[config.mk]
export PLATFORM = sky130hd
export DESIGN_NAME = zx_io_core
export DESIGN_NICKNAME = d
export VERILOG_FILES = /design/src/zx_bus_pkg.sv /design/src/zx_machine_pkg.sv /design/src/zx_io_if.sv /design/src/zx_bus_slave.sv /design/src/zx_paging.sv /design/src/zx_ula_port.sv /design/src/zx_io_core.sv
export VERILOG_INCLUDE_DIRS = /design/src
export SDC_FILE = /design/constraint.sdc
export NUM_CORES = 1
export LEC_CHECK = 0
export ABC_AREA = 1
export BUFFER_PORTS_ARGS = -buffer_cell sky130_fd_sc_hd__clkbuf_2
export CAP_MARGIN = 5
export CORE_ASPECT_RATIO = 0.6
export CORE_UTILIZATION = 44
export CTS_CLUSTER_DIAMETER = 30
export DETAILED_ROUTE_END_ITERATION = 8
export PLACE_DENSITY = 0.72
export SLEW_MARGIN = 10
export SYNTH_ARGS = -nofsm -noshare
export SYNTH_HDL_FRONTEND = slang
export SYNTH_SLANG_ARGS = --single-unit
[constraint.sdc]
create_clock -name clk_sys -period 3.9 [get_ports clk_sys]
set_clock_uncertainty 0.2 [all_clocks]
set_input_delay 0.78 -clock clk_sys [delete_from_list [all_inputs] [get_ports clk_sys]]
set_output_delay 0.78 -clock clk_sys [all_outputs]
set_load 0.02 [all_outputs]
[src/zx_config.svh]
//====================================================================
// Build constants for the paging and I/O port core
// Bank numbers count 16 KB units: RAM 0..63, ROM from the ROM base up
// Port match values cover only the address bits noted beside them
//====================================================================
`ifndef ZX_CONFIG_SVH
`define ZX_CONFIG_SVH

// Physical address split
`define ZX_BANK_W        7
`define ZX_OFFSET_W      14
`define ZX_ROM_BANK_BASE 64

// Read value of any port nobody answers
`define ZX_PORT_IDLE     8'hFF

// Low six address bits of the Kempston port
`define ZX_KEMPSTON_PORT 6'h1F
// Address bits 15..12 of port 1FFD
`define ZX_P1FFD_HIGH    4'b0001
// Address bits 15..12 of port EFF7
`define ZX_PEFF7_HIGH    4'b1110

// Values after reset
`define ZX_PAGE_RESET    8'h00
`define ZX_BORDER_RESET  3'd0

`endif

[src/zx_bus_pkg.sv]
//====================================================================
// Types seen on the Wishbone side of the core
// Address is the 16-bit Z80 address, data is one byte
// The address tag tells memory cycles from I/O cycles
//====================================================================
`default_nettype none

package zx_bus_pkg;

	// CPU address and data byte
	typedef logic [15:0] bus_addr_t;
	typedef logic [7:0]  bus_data_t;

	// Carried on wb_tga_kind
	typedef enum logic {
		cycle_mem = 1'b0,
		cycle_io  = 1'b1
	} cycle_kind_e;

endpackage

`default_nettype wire

[src/zx_machine_pkg.sv]
//====================================================================
// Machine-side types: model, joystick setup, paging registers and
// the translated physical address
// Joystick bit order matches the Kempston port, fire on bit 4
//====================================================================
`default_nettype none

`include "zx_config.svh"

package zx_machine_pkg;

	typedef enum logic [1:0] {
		zx48         = 2'd0,
		zx128        = 2'd1,
		pentagon1024 = 2'd2,
		plus3        = 2'd3
	} machine_model_e;

	// Same encoding as the joystick menu
	typedef enum logic [2:0] {
		kempston      = 3'd0,
		sinclair1     = 3'd1,
		sinclair2     = 3'd2,
		sinclair_both = 3'd3,
		cursor        = 3'd4
	} joy_mode_e;

	// Active high, one bit per switch
	typedef struct packed {
		logic fire;
		logic up;
		logic down;
		logic left;
		logic right;
	} joy_state_t;

	typedef struct packed {
		logic [`ZX_BANK_W-1:0]   bank;
		logic [`ZX_OFFSET_W-1:0] offset;
	} phys_addr_t;

	typedef struct packed {
		logic [7:0] p7ffd;
		logic [7:0] p1ffd;
		logic [7:0] peff7;
	} page_regs_t;

endpackage

`default_nettype wire

[src/zx_io_if.sv]
//====================================================================
// Decoded I/O cycle from the bus slave to the port blocks
// io_wr and io_rd are one-clock strobes in the ack cycle
// addr and wdata follow the bus and are only meaningful with a strobe
//====================================================================
`timescale 1ns/1ns
`default_nettype none

interface zx_io_if;

	logic                  io_wr;
	logic                  io_rd;
	zx_bus_pkg::bus_addr_t addr;
	zx_bus_pkg::bus_data_t wdata;

	modport bus (
		output io_wr,
		output io_rd,
		output addr,
		output wdata
	);

	modport port (
		input io_wr,
		input io_rd,
		input addr,
		input wdata
	);

endinterface

`default_nettype wire

[src/zx_bus_slave.sv]
//====================================================================
// Wishbone classic slave, fixed one-clock ack, no wait states
// Master must hold its signals until ack and drop stb for a clock
// I/O read data is valid only in the ack cycle
//====================================================================
`timescale 1ns/1ns
`default_nettype none

`include "zx_config.svh"

module zx_bus_slave (
	input  logic                    clk_sys,
	input  logic                    reset,
	input  logic                    wb_cyc,
	input  logic                    wb_stb,
	input  logic                    wb_we,
	input  zx_bus_pkg::cycle_kind_e wb_tga_kind,
	input  zx_bus_pkg::bus_addr_t   wb_adr,
	input  zx_bus_pkg::bus_data_t   wb_dat_w,
	output zx_bus_pkg::bus_data_t   wb_dat_r,
	output logic                    wb_ack,
	zx_io_if.bus                    io,
	input  logic                    page_hit,
	input  zx_bus_pkg::bus_data_t   page_rdata,
	input  logic                    ula_hit,
	input  zx_bus_pkg::bus_data_t   ula_rdata,
	output logic                    mem_cycle
);

	logic req;
	logic is_io;

	// New request, the held cycle after ack is not counted again
	assign req   = wb_cyc & wb_stb & ~wb_ack;
	assign is_io = (wb_tga_kind == zx_bus_pkg::cycle_io);

	//==================================================================
	// Ack and strobes
	//==================================================================
	always_ff @(posedge clk_sys) begin
		if (reset) begin
			wb_ack    <= 1'b0;
			io.io_wr  <= 1'b0;
			io.io_rd  <= 1'b0;
			mem_cycle <= 1'b0;
		end else begin
			wb_ack    <= req;
			io.io_wr  <= req & is_io & wb_we;
			io.io_rd  <= req & is_io & ~wb_we;
			mem_cycle <= req & ~is_io;
		end
	end

	// Master holds these through the ack cycle
	assign io.addr  = wb_adr;
	assign io.wdata = wb_dat_w;

	//==================================================================
	// Read data
	//==================================================================
	// Paging first, then ULA, then the idle value
	always_comb begin
		if (!is_io) begin
			wb_dat_r = '0;
		end else if (page_hit) begin
			wb_dat_r = page_rdata;
		end else if (ula_hit) begin
			wb_dat_r = ula_rdata;
		end else begin
			wb_dat_r = `ZX_PORT_IDLE;
		end
	end

endmodule

`default_nettype wire

[src/zx_paging.sv]
//====================================================================
// Paging registers 7FFD, 1FFD, EFF7 and memory address translation
// Model is sampled while reset is high and held afterwards
// phys_addr follows the address in a memory ack cycle, then holds
// 1FFD special modes only reachable on +3
//====================================================================
`timescale 1ns/1ns
`default_nettype none

`include "zx_config.svh"

module zx_paging (
	input  logic                           clk_sys,
	input  logic                           reset,
	zx_io_if.port                          io,
	input  zx_machine_pkg::machine_model_e model,
	input  zx_bus_pkg::bus_addr_t          mem_addr,
	input  logic                           mem_cycle,
	output zx_machine_pkg::phys_addr_t     phys_addr,
	output logic                           mem_wr_ok,
	output logic                           page_hit,
	output zx_bus_pkg::bus_data_t          page_rdata
);

	localparam logic [`ZX_BANK_W-1:0] rom_base = `ZX_ROM_BANK_BASE;

	// All-RAM banks per slot, indexed by 1FFD bits 2..1
	localparam logic [2:0] special_map [4][4] = '{
		'{3'd0, 3'd1, 3'd2, 3'd3},
		'{3'd4, 3'd5, 3'd6, 3'd7},
		'{3'd4, 3'd5, 3'd6, 3'd3},
		'{3'd4, 3'd7, 3'd6, 3'd3}
	};

	zx_machine_pkg::machine_model_e model_q;
	zx_machine_pkg::page_regs_t     regs;
	logic [2:0]                     ext_bank;
	zx_bus_pkg::bus_addr_t          mem_addr_q;
	zx_bus_pkg::bus_addr_t          xlat_addr;
	logic                           is_48;
	logic                           is_p1024;
	logic                           is_plus3;
	logic                           locked;
	logic                           wr_7ffd;
	logic                           wr_1ffd;
	logic                           wr_eff7;
	logic                           sel_1ffd;
	logic [1:0]                     slot;
	logic [1:0]                     rom_num;
	logic                           special;
	logic [`ZX_BANK_W-1:0]          bank;

	assign is_48    = (model_q == zx_machine_pkg::zx48);
	assign is_p1024 = (model_q == zx_machine_pkg::pentagon1024);
	assign is_plus3 = (model_q == zx_machine_pkg::plus3);

	// In 1024K mode the lock bit is an extension bit instead
	assign locked = regs.p7ffd[5] & (~is_p1024 | regs.peff7[2]);

	//==================================================================
	// Port decode
	//==================================================================
	assign sel_1ffd = (io.addr[15:12] == `ZX_P1FFD_HIGH) & ~io.addr[1];
	assign wr_7ffd  = ~io.addr[15] & ~io.addr[1] & (io.addr[14] | ~is_plus3)
		& ~is_48 & ~locked;
	assign wr_1ffd  = sel_1ffd & is_plus3 & ~locked;
	assign wr_eff7  = (io.addr[15:12] == `ZX_PEFF7_HIGH) & ~io.addr[3] & is_p1024;

	// +3 reads back 7FFD through the 1FFD decode
	assign page_hit   = io.io_rd & sel_1ffd & is_plus3;
	assign page_rdata = regs.p7ffd;

	always_ff @(posedge clk_sys) begin
		if (reset) begin
			model_q    <= model;
			regs       <= {3{`ZX_PAGE_RESET}};
			ext_bank   <= '0;
			mem_addr_q <= '0;
		end else begin
			if (mem_cycle) begin
				mem_addr_q <= mem_addr;
			end
			if (io.io_wr) begin
				if (wr_7ffd) begin
					regs.p7ffd <= io.wdata;
					if (is_p1024 & ~regs.peff7[2]) begin
						ext_bank <= {io.wdata[5], io.wdata[7:6]};
					end
				end else if (wr_1ffd) begin
					regs.p1ffd <= io.wdata;
				end
				if (wr_eff7) begin
					regs.peff7 <= io.wdata;
				end
			end
		end
	end

	//==================================================================
	// Translation
	//==================================================================
	assign xlat_addr = mem_cycle ? mem_addr : mem_addr_q;
	assign slot      = xlat_addr[15:14];
	assign special   = regs.p1ffd[0];

	always_comb begin
		case (model_q)
			zx_machine_pkg::zx48:  rom_num = 2'd3;
			zx_machine_pkg::plus3: rom_num = {regs.p1ffd[2], regs.p7ffd[4]};
			default:               rom_num = {1'b0, regs.p7ffd[4]};
		endcase
	end

	always_comb begin
		if (special) begin
			bank = {{(`ZX_BANK_W-3){1'b0}}, special_map[regs.p1ffd[2:1]][slot]};
		end else begin
			case (slot)
				2'd0:    bank = rom_base + {{(`ZX_BANK_W-2){1'b0}}, rom_num};
				2'd1:    bank = `ZX_BANK_W'd5;
				2'd2:    bank = `ZX_BANK_W'd2;
				default: bank = {{(`ZX_BANK_W-6){1'b0}}, ext_bank, regs.p7ffd[2:0]};
			endcase
		end
	end

	assign phys_addr = {bank, xlat_addr[`ZX_OFFSET_W-1:0]};
	// ROM slot is the only read-only one
	assign mem_wr_ok = special | (slot != 2'd0);

endmodule

`default_nettype wire

[src/zx_ula_port.sv]
//====================================================================
// ULA output port (border, EAR, MIC) and keyboard/Kempston reads
// Any even port is the ULA; key_cols is active low from the matrix
// Joystick keys are merged into the selected keyboard half-rows
//====================================================================
`timescale 1ns/1ns
`default_nettype none

`include "zx_config.svh"

module zx_ula_port (
	input  logic                       clk_sys,
	input  logic                       reset,
	zx_io_if.port                      io,
	input  zx_machine_pkg::joy_mode_e  joy_mode,
	input  zx_machine_pkg::joy_state_t joy_0,
	input  zx_machine_pkg::joy_state_t joy_1,
	input  logic [4:0]                 key_cols,
	output logic [2:0]                 border,
	output logic                       ear,
	output logic                       mic,
	output logic                       ula_hit,
	output zx_bus_pkg::bus_data_t      ula_rdata
);

	// Keys 0,9,8,7,6 on bits 0..4
	function automatic logic [4:0] sinclair1_keys(zx_machine_pkg::joy_state_t j);
		return {j.left, j.right, j.down, j.up, j.fire};
	endfunction

	// Keys 1..5 on bits 0..4
	function automatic logic [4:0] sinclair2_keys(zx_machine_pkg::joy_state_t j);
		return {j.fire, j.up, j.down, j.right, j.left};
	endfunction

	// Cursor 6/7/8 plus 0 for fire, left is on the other row
	function automatic logic [4:0] cursor_keys(zx_machine_pkg::joy_state_t j);
		return {j.down, j.up, j.right, 1'b0, j.fire};
	endfunction

	logic                       kempston_sel;
	logic [4:0]                 keys_a;
	logic [4:0]                 keys_b;
	logic [4:0]                 joy_mask;
	zx_machine_pkg::joy_state_t joy_any;
	zx_bus_pkg::bus_data_t      kempston_val;

	//==================================================================
	// Output port
	//==================================================================
	always_ff @(posedge clk_sys) begin
		if (reset) begin
			border <= `ZX_BORDER_RESET;
			ear    <= 1'b0;
			mic    <= 1'b0;
		end else if (io.io_wr & ~io.addr[0]) begin
			border <= io.wdata[2:0];
			ear    <= io.wdata[4];
			mic    <= io.wdata[3];
		end
	end

	//==================================================================
	// Joystick to key mapping
	//==================================================================
	// keys_a on row 6..0 (A12 low), keys_b on row 1..5 (A11 low)
	always_comb begin
		keys_a = '0;
		keys_b = '0;
		case (joy_mode)
			zx_machine_pkg::sinclair1: begin
				keys_a = sinclair1_keys(joy_0) | sinclair1_keys(joy_1);
			end
			zx_machine_pkg::sinclair2: begin
				keys_b = sinclair2_keys(joy_0) | sinclair2_keys(joy_1);
			end
			zx_machine_pkg::sinclair_both: begin
				keys_a = sinclair1_keys(joy_0);
				keys_b = sinclair2_keys(joy_1);
			end
			zx_machine_pkg::cursor: begin
				keys_a = cursor_keys(joy_0) | cursor_keys(joy_1);
				keys_b = {joy_0.left | joy_1.left, 4'b0000};
			end
			default: begin
			end
		endcase
	end

	assign joy_mask = ({5{io.addr[12]}} | ~keys_a) & ({5{io.addr[11]}} | ~keys_b);

	//==================================================================
	// Read values
	//==================================================================
	assign joy_any      = joy_0 | joy_1;
	assign kempston_val = (joy_mode == zx_machine_pkg::kempston) ? {3'b000, joy_any} : '0;
	assign kempston_sel = (io.addr[5:0] == `ZX_KEMPSTON_PORT);

	assign ula_hit   = io.io_rd & (kempston_sel | ~io.addr[0]);
	assign ula_rdata = kempston_sel ? kempston_val : {3'b111, key_cols & joy_mask};

endmodule

`default_nettype wire

[src/zx_io_core.sv]
//====================================================================
// Paging and I/O port core of a ZX Spectrum-family machine
// Wishbone classic slave, ack one clock after each request
// model is sampled during reset only
//====================================================================
`timescale 1ns/1ns
`default_nettype none

module zx_io_core (
	input  logic                           clk_sys,
	input  logic                           reset,
	input  logic                           wb_cyc,
	input  logic                           wb_stb,
	input  logic                           wb_we,
	input  zx_bus_pkg::cycle_kind_e        wb_tga_kind,
	input  zx_bus_pkg::bus_addr_t          wb_adr,
	input  zx_bus_pkg::bus_data_t          wb_dat_w,
	output zx_bus_pkg::bus_data_t          wb_dat_r,
	output logic                           wb_ack,
	input  zx_machine_pkg::machine_model_e model,
	input  zx_machine_pkg::joy_mode_e      joy_mode,
	input  zx_machine_pkg::joy_state_t     joy_0,
	input  zx_machine_pkg::joy_state_t     joy_1,
	input  logic [4:0]                     key_cols,
	output zx_machine_pkg::phys_addr_t     phys_addr,
	output logic                           mem_wr_ok,
	output logic [2:0]                     border,
	output logic                           ear,
	output logic                           mic
);

	logic                  page_hit;
	zx_bus_pkg::bus_data_t page_rdata;
	logic                  ula_hit;
	zx_bus_pkg::bus_data_t ula_rdata;
	logic                  mem_cycle;

	zx_io_if io_bus ();

	zx_bus_slave i_bus_slave (
		.clk_sys     (clk_sys),
		.reset       (reset),
		.wb_cyc      (wb_cyc),
		.wb_stb      (wb_stb),
		.wb_we       (wb_we),
		.wb_tga_kind (wb_tga_kind),
		.wb_adr      (wb_adr),
		.wb_dat_w    (wb_dat_w),
		.wb_dat_r    (wb_dat_r),
		.wb_ack      (wb_ack),
		.io          (io_bus.bus),
		.page_hit    (page_hit),
		.page_rdata  (page_rdata),
		.ula_hit     (ula_hit),
		.ula_rdata   (ula_rdata),
		.mem_cycle   (mem_cycle)
	);

	zx_paging i_paging (
		.clk_sys    (clk_sys),
		.reset      (reset),
		.io         (io_bus.port),
		.model      (model),
		.mem_addr   (wb_adr),
		.mem_cycle  (mem_cycle),
		.phys_addr  (phys_addr),
		.mem_wr_ok  (mem_wr_ok),
		.page_hit   (page_hit),
		.page_rdata (page_rdata)
	);

	zx_ula_port i_ula_port (
		.clk_sys   (clk_sys),
		.reset     (reset),
		.io        (io_bus.port),
		.joy_mode  (joy_mode),
		.joy_0     (joy_0),
		.joy_1     (joy_1),
		.key_cols  (key_cols),
		.border    (border),
		.ear       (ear),
		.mic       (mic),
		.ula_hit   (ula_hit),
		.ula_rdata (ula_rdata)
	);

endmodule

`default_nettype wire

==> results of run 1 <==
state kept, by name, indices dropped and copies added, names as in the netlist:
name / flops
i_bus_slave.io.io_wr: 1
i_paging.regs: 4
i_paging.mem_addr_q: 16
i_ula_port.mic: 1
i_paging.model_q: 2
i_bus_slave.mem_cycle: 1
i_bus_slave.io.io_rd: 1
i_paging.page_rdata: 8
i_paging.ext_bank: 3
i_bus_slave.wb_ack: 1
i_ula_port.ear: 1
i_ula_port.border: 3
worst max-delay path by stage:
stage | start | to | slack [ps] | depth (start not counted)
after global placement | wb_adr[1] | wb_dat_r[2] | 980 | 8
final | joy_mode[2] | wb_dat_r[4] | 990 | 7
after CTS | wb_adr[1] | wb_dat_r[2] | 990 | 8
after detailed placement | wb_adr[1] | wb_dat_r[2] | 990 | 8
after global routing | wb_adr[1] | wb_dat_r[2] | 820 | 8
after floorplan | joy_mode[2] | wb_dat_r[0] | 1200 | 6
where the power goes:
group	switching [mW]	total [mW]	internal [mW]
registers	0.00418	0.444	0.439
clock network	0.153	0.296	0.143
logic	0.0995	0.154	0.0544
total	0.257	0.894	0.637
critical path, cell delays in order:
cell and delay [ps]:
clkbuf_2 180, nor3_4 220, nand3_1 180, nor2_1 130, nor2_1 50, a21oi_1 190, clkbuf_2 200
per-stage QoR:
step / util / hold WS, ps
finish: 0.5502 / 271.4
global route: 0.5502 / 294.7
CTS: 0.5502 / 273.5
detailed placement: 0.5321 / 261.9
global placement: 0.5321 / 256.2
floorplan: - / 233.2
layout make-up:
cell class / instances / share of cell area
well taps: 66 / 0.02897
flip-flops and latches: 42 / 0.3020
repair buffers: 86 / 0.1519
multi-input cells: 267 / 0.4355
clock inverters: 2 / 0.003951
clock buffers: 6 / 0.02897
inverters: 37 / 0.04873
cells by family after synthesis:
group / after synthesis
adders and majority gates: 3
DFF: 42
buffers and inverters: 61
and+or+nand+nor: 190
AOI/OAI and AO/OA: 74
layer usage:
| layer | track usage | up-vias | wire (µm) |
|---|---|---|---|
| met1 | 0.3348 | 1123 | 3141 |
| met2 | 0.3414 | 96 | 2461 |
| met3 | 0.04363 | 5 | 557 |
| met5 | 0 | - | 0 |
| li1 | - | 1305 | - |
| met4 | 0.05844 | 0 | 42 |
layout by cell type, fill, tap and decap left out, types with 3 or more instances in the layout:
| cell | instances |
|---|---|
| nor2_2 | 3 |
| ha_1 | 3 |
| inv_1 | 32 |
| nor2_1 | 69 |
| clkbuf_2 | 85 |
| inv_2 | 5 |
| nand2_1 | 86 |
| nand3_2 | 3 |
| a21oi_1 | 31 |
| clkbuf_8 | 6 |
| nand2_2 | 4 |
| dfxtp_1 | 40 |
| o21ai_0 | 32 |
| nand3_1 | 18 |
| o21ai_1 | 3 |
==> results.toml, run 1 <==
[sta]
fin_crit_sh = 0.7469
fin_ws_ps = 987.1
setup_viol = 0
fin_setup_tns_ps = 0
drv_slew = 0
finalCriticalPeriod_ps = 2913
relSlewSlack = 0.6890
hold_viol = 0
worstMarginPinSlew_ps = 466.5
rsz0062_at_grt = "no"
max_freq_mhz = 343.3

[cts]
clk-insertion-delay-late_ps = 300
cts-root-buf = "clkbuf_8"
ctsResizeCount = 0
cts_buffers = 5
clockBufferDepth = 2
cts.sinks = 42
clkTransAtPathRegs_ps = 80
post_cts_buffers = 0
cts_tree = "built"
htree_levels = 2
hold_buffers = 0

[synth]
synth.top_cell.area_share = 0.3316
avgSynthCellArea_um2 = 6.527
yosys-top-cells-count = "nand2_1, nor2_1, dfxtp_1, inv_1, o21ai_0"
syn_nets = 423
syn-instance-count = 370
synth_cell_type_count = 29
ys_seq_area_frac = 0.3565
synth_edf_count = 2
synth_compound_area_frac = 0.1637
ys.flop_type = "dfxtp_1"
synthMuxAreaShare = 0
synth_warnings = 0
synthSimpleGateAreaFrac = 0.3347
synth-xor-area-share = 0
synth.most_common_cell = "nand2_1"
synth_top_family_by_area = "simple AND/OR/NAND/NOR gates"
syn_area_um2 = 2415
ys_ff_latch = 42
synth_fa_ha_area_frac = 0.01554
async_reset_ff_frac = 0
synth_top_area_cell = "dfxtp_1"
yosys-top-cells-area = "dfxtp_1, nand2_1, nor2_1"

[layout]
finalNonFillerCells = 506
multi_input_area_um2 = 1241
stdcell_area_um2 = 2850
area_delta_synth_final_pct = 18.03
num_antenna_cells = 0
fillers = 534
fin_nets = 492
ff_latch_area_um2 = 860.8
drive_gt1_frac = 0.2614

[route]
first_iter_violations = 176
first_pass_iters = 7
vias_per_cell = 4.998
drcViolationCount = 12
antenna_left = 0
wirelength_um = 6202
post_drt_wl_per_cell_um = 12.26
via_count = 2529

[placed_design]
gp_congestion = 0.8701
pre_cts_slack_ps = 990.3
dp_hpwl_um = 4984
dpl_cell_area_um2 = 2756
io_buffers = 85
dp.cells = 498

[status]
outcome = "finished, violations left"
violations = "design-rule violations"

[min_path]
hp-start = "i_paging.mem_addr_q[6]"
holdPathStages = 2
hold_class = "reg -> reg"
hold_end = "i_paging.mem_addr_q[6]"

[worst_setup_path]
required_ps = 2920
critical_path_class = "in -> out"
reg2reg_from = "i_paging.model_q[0]"
r2r_slack_ps = 2070
path_max_fanout = 8
r2r_end = "i_paging.ext_bank[1]"
startpoint_type = "input port"
cp-end-kind = "output pin"
worstRegToRegCells = 8
cp.arrival_ps = 1930

[global_route]
grt_pass1_wl_um = 10410
grt.total_usage = 0.2273
antenna_found_initial = 0
grt_pass1_vias = 2290
grt_max_degree = 22
overflow = 0

[power]
p_leak_nw = 1.458
pwr_density_cell_nw_per_um2 = 313.6
p_total_mw = 0.8938
vdd_drop_max_v = 0.0001908

[floorplanning]
pin_count = 86
coreArea_um2 = 5180
die_area_um2 = 5798
die_y_um = 59.39
die_x_um = 97.64
start_util = 0.4662
num_rows = 20

[flow_run]
cap_viol_max_count = 0
Power figures use the tool's default switching activity.
==> run 2: changes to the inputs <==
Settings changed: PLACE_DENSITY 0.72 to 0.75.
Clock period 3.9 ns to 2.6 ns, I/O delays scaled along.
==> run 2 against run 1 <==
- the flow still finishes with violations (design-rule violations)
- sequential share of layout area shrank 0.38 points
- setup slack got worse by 910 ps
- sequential cell count stayed put
- critical path depth up 1
- final area increased by 1.3%
- power up 51%
- global-route usage down 0.63 points
- worst hold slack worse by 90 ps
- critical path type is now reg -> out
- largest power group unchanged
==> results.toml, run 2 (synthesized netlist as in run 1, its figures left out) <==
[floorplanning]
num_rows = 20
die_area_um2 = 5798
start_util = 0.4662
die_x_um = 97.64
die_y_um = 59.39
coreArea_um2 = 5180
pin_count = 86

[cts]
cts_tree = "built"
hold_buffers = 0
cts-root-buf = "clkbuf_8"
cts.sinks = 42
clkTransAtPathRegs_ps = 80
clockBufferDepth = 2
htree_levels = 2
clk-insertion-delay-late_ps = 300
cts_buffers = 5

[sta]
fin_setup_tns_ps = 0
relSlewSlack = 0.6784
worstMarginPinSlew_ps = 481.9
finalCriticalPeriod_ps = 2527
hold-worst-slack_ps = 181.6
fin_crit_sh = 0.9720
max_freq_mhz = 395.7
setup_viol = 0
fin_ws_ps = 72.88
hold_viol = 0
drv_slew = 0

[route]
drcViolationCount = 11
wirelength_um = 6232
via_count = 2508
vias_per_cell = 4.937
first_pass_iters = 7
first_iter_violations = 154
antenna_left = 0
post_drt_wl_per_cell_um = 12.27

[worst_setup_path]
critical_path_class = "reg -> out"
cpMaxStageDelayCell = "edfxtp_1"
r2r_slack_ps = 740
r2r_end = "i_paging.page_rdata[2]"
worstRegToRegCells = 8
required_ps = 1880
startpoint_type = "flop"
cp.arrival_ps = 1810
reg2reg_from = "i_paging.model_q[1]"
slowest_delay_ps = 410
critical-path-top-delay-family = "simple AND/OR/NAND/NOR gates"
crit_buf_inv = 1
crit_chain = "ha_2 > nand3_2 > nor2_4 > nor2_2 > nand2_2 > nor2_1 > a21oi_1 > buf_2"
cp-end-kind = "output pin"
path_max_fanout = 4

[layout]
final_cell_mix = "nand2_1, clkbuf_2, nor2_1"
num_antenna_cells = 0
largest_register_ffs = 16
area_delta_synth_final_pct = 19.53
fin_nets = 494
finalNonFillerCells = 508
drive_gt1_frac = 0.2760
ff_latch_area_um2 = 860.8
fin_util = 0.5572
stdcell_area_um2 = 2887
final_common_cell = "nand2_1"
fillers = 540
top_register = "i_paging.mem_addr_q"
multi_input_area_um2 = 1256

[global_route]
antenna_found_initial = 0
grt_max_degree = 21
grt_pass1_wl_um = 9915
grt.total_usage = 0.2210
grt_pass1_vias = 2152
overflow = 0

[power]
pwr_density_cell_nw_per_um2 = 468.1
p_total_mw = 1.351
p_leak_nw = 1.465
vdd_drop_max_v = 0.0002106

[placed_design]
dpl_cell_area_um2 = 2764
pre_cts_slack_ps = 219.9
gp_congestion = 0.9001
io_buffers = 85
dp_hpwl_um = 4877
dp.cells = 499

[min_path]
hold_end = "i_bus_slave.io.io_rd"
holdPathStages = 2
hp-start = "wb_we"
hold_class = "in -> reg"

[status]
outcome = "finished, violations left"
violations = "design-rule violations"

[flow_run]
cap_viol_max_count = 0
run 2: changes by cell type in the layout (fill, tap and decap cells not counted), sizes merged:
cell      change
clkbuf        -4
buf           +6
clkinvlp      +1
inv           -1
run 2: worst register-to-register path, cell delays in order (launching register included):
cell and delay (ps):
edfxtp_1 450, buf_4 170, ha_1 200, nand2_2 130, nand2_1 100, nand3_2 200, inv_2 130, o21ai_1 130
a21oi_1 50
run 2: layout make-up:
class,count,share of cell area
Tap cell,66,0.02861
Inverter,37,0.04811
Clock inverter,2,0.004335
Sequential cell,42,0.2982
Clock buffer,6,0.02861
Timing Repair Buffer,88,0.1569
Multi-Input combinational cell,267,0.4352
run 2: how the worst max path moves through the flow:
stage,from,to,slack (ps),cells past startpoint
3_3_place_gp,wb_adr[0],wb_dat_r[5],230,7
4_1_cts,i_paging.model_q[1],wb_dat_r[4],20,8
5_1_grt,i_paging.model_q[1],wb_dat_r[1],-9,7
6_report,i_paging.model_q[1],wb_dat_r[2],70,8
3_5_place_dp,joy_mode[2],wb_dat_r[0],220,7
2_1_floorplan,joy_mode[2],wb_dat_r[0],420,6
run 2: power breakdown:
part / switching (mW) / internal, mW / leakage, nW
Clock: 0.235 / 0.214 / 0.0472
Sequential: 0.00672 / 0.659 / 0.343
Combinational: 0.151 / 0.0858 / 1.07
run 2: timing repair:
| action | 4_1_cts | 5_1_grt |
|---|---|---|
| hold endpoints to repair | 0 | 0 |
| gates resized for setup | 0 | 14 |
| endpoints found under the setup margin | 0 | 8 |
| buffers inserted | 0 | 1 |
run 2: per-layer routing:
layer | vias up | global-route usage | part of all wire
li1 | 1306 | - | -
met1 | 1110 | 0.3161 | 0.50
met2 | 88 | 0.3374 | 0.40
met3 | 4 | 0.05425 | 0.091
met4 | 0 | 0.05195 | 0.0082
met5 | - | 0 | 0
==> run 3: changes to the inputs <==
Settings changed: SETUP_SLACK_MARGIN set to 0.3.
Clock period 2.6 ns to 2.2 ns, I/O delays scaled along.
==> run 3 against run 2 <==
- the run ends with design-rule violations, negative setup slack left
- via count is 9.7% higher
- count of clock-buffer cells in the layout is 1 lower
- first-iteration DRC count is 3.9% lower
- sequential power is 19% higher
- sequential share of layout area is 5.5 points lower
- highest routed layer unchanged
==> results.toml, run 3 (synthesized netlist as in run 1, its figures left out) <==
[route]
antenna_left = 0
via_count = 2751
wirelength_um = 7471
first_pass_iters = 7
vias_per_cell = 5.200
first_iter_violations = 148
drcViolationCount = 10
post_drt_wl_per_cell_um = 14.12

[worst_setup_path]
crit_path_frequent_cell = "buf_6"
required_ps = 1560
r2r_slack_ps = 340
path_max_fanout = 4
crit_chain = "ha_4 > nand3_4 > nor2_4 > buf_6 > o31ai_4 > nor2_2 > buf_6"
slowest_delay_ps = 480
cpMaxStageDelayCell = "edfxtp_1"
startpoint_type = "flop"
critical_path_class = "reg -> out"
cp-end-kind = "output pin"
cp.arrival_ps = 1740

[cts]
clkTransAtPathRegs_ps = 80
htree_levels = 2
cts_buffers = 5
clk-insertion-delay-late_ps = 290
hold_buffers = 0
clockBufferDepth = 2
cts-root-buf = "clkbuf_8"
cts_tree = "built"
cts.sinks = 42

[sta]
fin_ws_ps = -183.2
max_freq_mhz = 419.6
drv_slew = 0
relSlewSlack = 0.6258
rsz0062_at_grt = "yes"
worstMarginPinSlew_ps = 560.7
fin_crit_sh = 1.083
hold_viol = 0
setup_viol = 9
finalCriticalPeriod_ps = 2383

[status]
violations = "design-rule violations, negative setup slack"
outcome = "finished, violations left"

[layout]
num_antenna_cells = 0
top_register = "i_paging.mem_addr_q"
fin_nets = 515
final_cell_mix = "nor2_1, clkbuf_2, nand2_1"
area_delta_synth_final_pct = 47.36
fillers = 438
largest_register_ffs = 16
drive_gt1_frac = 0.4406
final_common_cell = "nor2_1"
stdcell_area_um2 = 3558

[floorplanning]
die_area_um2 = 5798
coreArea_um2 = 5180
die_y_um = 59.39
die_x_um = 97.64
start_util = 0.4662
pin_count = 86
num_rows = 20

[global_route]
grt.total_usage = 0.2561
grt_pass1_wl_um = 11670
overflow = 0
grt_pass1_vias = 2511
antenna_found_initial = 0
grt_max_degree = 21

[power]
pwr_density_cell_nw_per_um2 = 473.1
vdd_drop_max_v = 0.0002377
p_leak_nw = 1.667

[placed_design]
pre_cts_slack_ps = -41.59
gp_congestion = 0.8678
dp_hpwl_um = 5196
io_buffers = 85
dpl_cell_area_um2 = 2858

[min_path]
hold_class = "in -> reg"

[flow_run]
cap_viol_max_count = 0
-- run 3: where the power goes --
part	internal [mW]	switching [mW]	leakage, nW
Sequential	0.778	0.0124	0.343
Clock	0.224	0.285	0.0484
Combinational	0.167	0.217	1.27
-- run 3: final timing paths --
kind / cells past startpoint / start / end
worst min-delay path: 1 / model[0] / i_paging.model_q[0]
worst min register to register: 2 / i_paging.mem_addr_q[12] / i_paging.mem_addr_q[12]
worst max-delay path: 7 / i_paging.model_q[1] / wb_dat_r[6]
worst max register to register: 7 / i_paging.model_q[0] / i_paging.regs[2]
-- run 3: critical path: cells and delay by family (launching register included) --
family                   cells  cell delay [ps]
AO/OA/AOI/OAI                1              270
AND/OR/NAND/NOR              3              210
buffers and inverters        2              260
adder cells (fa/ha/maj)      1              230
flip-flops                   1              480
-- run 3: layout make-up --
type	instances	area [µm²]	share of cell area
multi-input cells	268	1548	0.4349
flip-flops and latches	42	864.6	0.2430
clock buffers	5	68.82	0.01934
clock inverters	3	20.02	0.005626
well taps	66	82.58	0.02321
repair inverters	2	15.01	0.004219
repair buffers	106	814.5	0.2289
inverters	37	145.1	0.04079
-- run 3: per-stage QoR --
stage | setup TNS (ps) | total power [mW] | util | cells | hold slack, ps
final | -1388 | 1.684 | 0.6870 | 529 | 117.1
after global routing | -2274 | 1.757 | 0.6870 | 529 | 109.9
after CTS | -1410 | 1.649 | 0.6531 | 527 | 113.7
after detailed placement | -102.9 | 1.092 | 0.5517 | 507 | 260.4
after global placement | -57.57 | 1.091 | 0.5517 | 507 | 256.3
after floorplan | 0 | 0.9850 | - | 370 | 233.2
-- run 3: layer usage --
| layer | vias to the layer above | global-route usage | share of wire |
|---|---|---|---|
| met1 | 1244 | 0.3581 | 0.47 |
| met5 | - | 0 | 0 |
| met4 | 0 | 0.06061 | 0.0094 |
| met2 | 141 | 0.4022 | 0.43 |
| li1 | 1358 | - | - |
| met3 | 8 | 0.06250 | 0.086 |
-- run 3: repair_timing --
item / CTS / global route
pin swaps: 8 / 29
setup endpoints to repair: 31 / 45
buffers inserted: 9 / 2
hold endpoints to repair: 0 / 0
cloned: 3 / 0
resized for setup: 93 / 77
